`config.mk`:
```
export PLATFORM = sky130hd
export DESIGN_NAME = chunk_buffer
export DESIGN_NICKNAME = d
export VERILOG_FILES = /design/src/common/sparse_pkg.sv /design/src/verilog/chunk_buffer.sv
export SDC_FILE = /design/constraint.sdc
export NUM_CORES = 1
export LEC_CHECK = 0
export ABC_AREA = 0
export ABC_CLOCK_PERIOD_IN_PS = 16800
export BUFFER_PORTS_ARGS = -buffer_cell sky130_fd_sc_hd__buf_2
export CAP_MARGIN = 5
export CORE_AREA = 2 2 484 486
export CTS_CLUSTER_DIAMETER = 40
export CTS_CLUSTER_SIZE = 40
export DETAILED_ROUTE_END_ITERATION = 16
export DIE_AREA = 0 0 486 488
export GPL_ROUTABILITY_DRIVEN = 0
export PLACE_DENSITY = 0.36
export RECOVER_POWER = 100
export SETUP_SLACK_MARGIN = 0.3
export SYNTH_ARGS = -nofsm -noshare
export SYNTH_HDL_FRONTEND = slang
export SYNTH_SLANG_ARGS = --single-unit
```
`constraint.sdc`:
```
create_clock -name clk_i -period 16.8 [get_ports clk_i]
set_input_delay 3.36 -clock clk_i [delete_from_list [all_inputs] [get_ports clk_i]]
set_output_delay 3.36 -clock clk_i [all_outputs]
set_load 0.02 [all_outputs]
```
`src/common/sparse_pkg.sv`:
```
package sparse_pkg;

	////////////////////////////////////////////////////////////////////////////
	// Operand type
	////////////////////////////////////////////////////////////////////////////

	// Width of one ifm or filter element
	localparam int DATA_W = 8;

	// One packed non-zero operand byte
	typedef logic [DATA_W-1:0] data_t;

	////////////////////////////////////////////////////////////////////////////
	// Chunk buffer FSM
	////////////////////////////////////////////////////////////////////////////

	// FILL takes beats from the write port
	// FULL holds a complete chunk until the selector releases it
	typedef enum logic {
		BUF_FILL,
		BUF_FULL
	} buf_state_e;

	////////////////////////////////////////////////////////////////////////////
	// Input selector FSM
	////////////////////////////////////////////////////////////////////////////

	// IDLE waits for both chunks
	// SCAN emits one matching pair per cycle
	// DRAIN lets the last product land in its output buffer
	// END flags the chunk as done and frees both buffers
	typedef enum logic [1:0] {
		SEL_IDLE,
		SEL_SCAN,
		SEL_DRAIN,
		SEL_END
	} sel_state_e;

endpackage

```
`src/verilog/chunk_buffer.sv`:
```
`timescale 1ns/1ps

module chunk_buffer
	import sparse_pkg::*;
#(
	parameter int MEM_SIZE = 128,
	parameter int BUS_SIZE = 8
) (
	input  logic                        clk_i,
	input  logic                        reset_i,
	input  logic                        wr_valid_i,
	input  logic [BUS_SIZE-1:0]         sparsemap_i,
	input  data_t [BUS_SIZE-1:0]        nonzero_data_i,
	input  logic                        release_i,
	output logic                        wr_ready_o,
	output logic                        full_o,
	output logic [MEM_SIZE-1:0]         map_o,
	output data_t [MEM_SIZE-1:0]        data_o
);

	localparam int BEATS = MEM_SIZE / BUS_SIZE;
	localparam int CNT_W = (BEATS > 1) ? $clog2(BEATS) : 1;

	buf_state_e           state_q;
	logic [CNT_W-1:0]     beat_q;
	logic                 beat_fire;
	logic                 last_beat;
	logic [MEM_SIZE-1:0]  map_q;
	data_t [MEM_SIZE-1:0] data_q;

	assign wr_ready_o = (state_q == BUF_FILL);
	assign full_o     = (state_q == BUF_FULL);
	assign beat_fire  = wr_valid_i && wr_ready_o;
	assign last_beat  = (beat_q == CNT_W'(BEATS - 1));

	// Beat counter and fill state
	always_ff @(posedge clk_i) begin
		if (reset_i) begin
			state_q <= BUF_FILL;
			beat_q  <= '0;
		end else begin
			case (state_q)
				BUF_FILL: begin
					if (beat_fire) begin
						if (last_beat) begin
							state_q <= BUF_FULL;
							beat_q  <= '0;
						end else begin
							beat_q <= beat_q + 1'b1;
						end
					end
				end
				BUF_FULL: begin
					// Reopen once the selector is done with this chunk
					if (release_i) begin
						state_q <= BUF_FILL;
					end
				end
				default: state_q <= BUF_FILL;
			endcase
		end
	end

	// Beat k lands in positions k*BUS_SIZE upward of both arrays
	always_ff @(posedge clk_i) begin
		if (beat_fire) begin
			map_q[beat_q*BUS_SIZE +: BUS_SIZE]  <= sparsemap_i;
			data_q[beat_q*BUS_SIZE +: BUS_SIZE] <= nonzero_data_i;
		end
	end

	assign map_o  = map_q;
	assign data_o = data_q;

endmodule

```
==> flow_summary.yaml <==
run_status:
  status: "finished with violations"
  violations: "max-capacitance violations, max-slew violations"
yosys:
  synth_top_area_share_pct: 82.3
  synth.distinct_cells: 31
  synthCells: 2793
  ys.flop_type: "edfxtp_1"
  synth_seq_cells: 1157
  synth_edf_count: 1152
  postSynthAreaPerCell_um2: 15.0
  synthTopCellsByCount: "1152 x edfxtp_1, 578 x nor2_1, 513 x nor3_1"
  async_flop_share_pct: 0
  yosysMostFrequentCell: "edfxtp_1"
  synth_area_leaders: "edfxtp_1 82%, nor3_1 6.1%, nor2_1 5.2%"
  netlist_area_um2: 42000
  ys_warn_count: 0
  yosysSeqAreaShare_pct: 82.6
  synth_top_area_cell: "edfxtp_1"
  synth_nets: 2872
hold_path:
  hold_path.class: "reg2reg"
  hold_path_depth: 2
drt:
  drc_errors: 0
  antenna_left: 0
  vias: 30400
  routed_wl_um: 235000
  wl_per_cell_um: 31.9
  vias_per_cell: 4.13
  drt_iter0_markers: 2630
  firstDrtPassIters: 5
grt:
  grt_overflow: 0
  grt_usage_pct: 19.0
  grt_pass1_wl_um: 301000
  antenna_found_initial: 47
  grt_pass1_vias: 30300
  grt_max_degree: 106
clock_network:
  clock_sinks: 1157
  cts_tree: "built"
  htreeDepth: 4
  cts-root-buf: "clkbuf_16"
  path_clk_slew_ps: 40
  cts_resized: 0
  numCtsBuffers: 221
  cts_setup_buffers: 0
  clk_latency_ps: 850
  clock_path_buffers: 3
  cts_hold_buffers: 0
power:
  power_density_nw_per_um2: 139
  p_leak_nw: 17.3
  peakVddDrop_uv: 89.5
sta:
  rsz0062_at_grt: "false"
  fin_skew_ps: 74.7
  min_period_ps: 10770
  finalHoldViolations: 0
  setup_violations: 0
  post-route-period-util_pct: 64.1
  max_slew_margin_pct: -385
  slew_viol_final: 2345
  max_freq_mhz: 92.8
  worst_pin_slew_ps: 7280
  setup_tns_ps: 0
setup_path:
  arrival_ps: 11180
  cp_top_family: "buffers and inverters"
  crit_cells: 8
  path_cells: "inv_1 -> ha_1 -> nand3b_1 -> a21o_1 -> clkbuf_1 -> nor3_1 -> clkbuf_1 -> buf_4"
  slowest_delay_ps: 5150
  cpMaxStageDelayCell: "clkbuf_1"
  start_kind: "flip-flop"
  reg2reg_depth: 8
  critPathMaxFanout: 105
  worstPathRequired_ps: 17210
  critPathKind: "reg2reg"
  endpoint_kind: "flip-flop"
  path_buf_inv: 4
  cpMostUsedCell: "clkbuf_1"
floorplan:
  die_y_um: 488
  fp.dieArea_um2: 237000
  core-area_um2: 232000
  io-pin-count: 1230
  start_util_pct: 18.1
  die_x_um: 486
  placementRows: 177
run:
  cap_violations: 55
cells_and_area:
  syn_to_final_growth_pct: 36.8
  drive_above_1_share_pct: 9.30
  stdcell_count: 7353
  fin_nets: 4185
placed_design:
  port_buffers: 1229
  dpl.hpwl_um: 167000
  dp.cells: 6926
[through the flow]
step / worst slack (ps) / power (W) / cell area, um^2 / utilization [%] / hold slack (ps)
2_1_floorplan: 7340 / 0.00335 / 42000 / - / 491
3_3_place_gp: 10210 / 0.00354 / 51600 / 22.3 / 561
3_5_place_dp: 10180 / 0.00354 / 51600 / 22.3 / 557
4_1_cts: 11110 / 0.00812 / 59300 / 25.6 / 567
5_1_grt: 5470 / 0.00824 / 57400 / 24.8 / 613
6_report: 6030 / 0.00802 / 57500 / 24.8 / 578
[final timing paths]
kind	start	slack (ps)	to
worst min-delay path	beat_q[3]	580	beat_q[3]
worst min register to register	beat_q[3]	580	beat_q[3]
worst max-delay path	beat_q[0]	6030	map_o[105]
worst max register to register	beat_q[0]	6030	map_o[105]
[flip-flops by register name, indices dropped and copies added, names as in the netlist]
| name | cells |
|---|---|
| full_o | 1 |
| beat_q | 4 |
| map_o | 128 |
| data_o | 1024 |
[layout by cell type (no fill, tap or decap), types with 2 or more instances in the layout]
cell and instances:
clkinv_1 17, a21oi_1 5, ha_1 3, clkinvlp_4 22, nand3b_1 3, inv_8 6
clkinv_4 19, nor2_1 578, inv_1 76, clkinv_2 42, dfxtp_1 5, bufinv_16 26
nor3_1 517, inv_6 30, nand2_1 148, and2_1 72, buf_4 11, clkbuf_16 221
nand2b_1 5, nand3_1 3, diode_2 11, clkbuf_1 1302, clkinv_16 10, inv_16 3
nor3_2 4, edfxtp_1 1152, buf_2 2
[power breakdown]
| part | switching (W) | leakage, nW | internal, W | total, W |
|---|---|---|---|---|
| Combinational | 0.000269 | 2.86 | 0.0000325 | 0.000301 |
| Clock | 0.00170 | 3.71 | 0.00286 | 0.00455 |
| Sequential | 0.00000553 | 10.7 | 0.00316 | 0.00316 |
| Total | 0.00197 | 17.3 | 0.00604 | 0.00802 |
[kinds of logic after synthesis]
| group | count (synthesis) | share of synthesized area (%) |
|---|---|---|
| AO/OA/AOI/OAI | 9 | 0.134 |
| AND/OR/NAND/NOR | 1340 | 14.2 |
| XOR/XNOR | 2 | 0.0417 |
| buffers and inverters | 282 | 2.99 |
| adder cells (fa/ha/maj) | 3 | 0.0893 |
| flip-flops | 1157 | 82.6 |
[metal layers]
| layer | up-vias | routed length, um | GRT usage [%] | share of wire (%) |
|---|---|---|---|---|
| li1 | 12800 | - | - | - |
| met4 | 2 | 6670 | 5.07 | 2.8 |
| met2 | 1617 | 110000 | 31.2 | 47 |
| met3 | 311 | 24200 | 7.64 | 10 |
| met5 | - | 14 | 0 | 0.0060 |
| met1 | 15700 | 93600 | 23.1 | 40 |
[layout make-up]
type | count | area, um^2
multi-input cells | 1354 | 6060
repair buffers | 1296 | 4910
diodes | 11 | 27.5
well taps | 3043 | 3810
inverters | 76 | 285
fillers | 25000 | 174000
clock inverters | 175 | 2080
flip-flops and latches | 1157 | 34700
clock buffers | 241 | 5620
[tightest hold or removal path: stages, from the launching register on]
cell	delay, ps
dfxtp_1	360
o21ai_0	100
a21oi_1	60
Note: power is estimated with default switching activity, not from simulation.
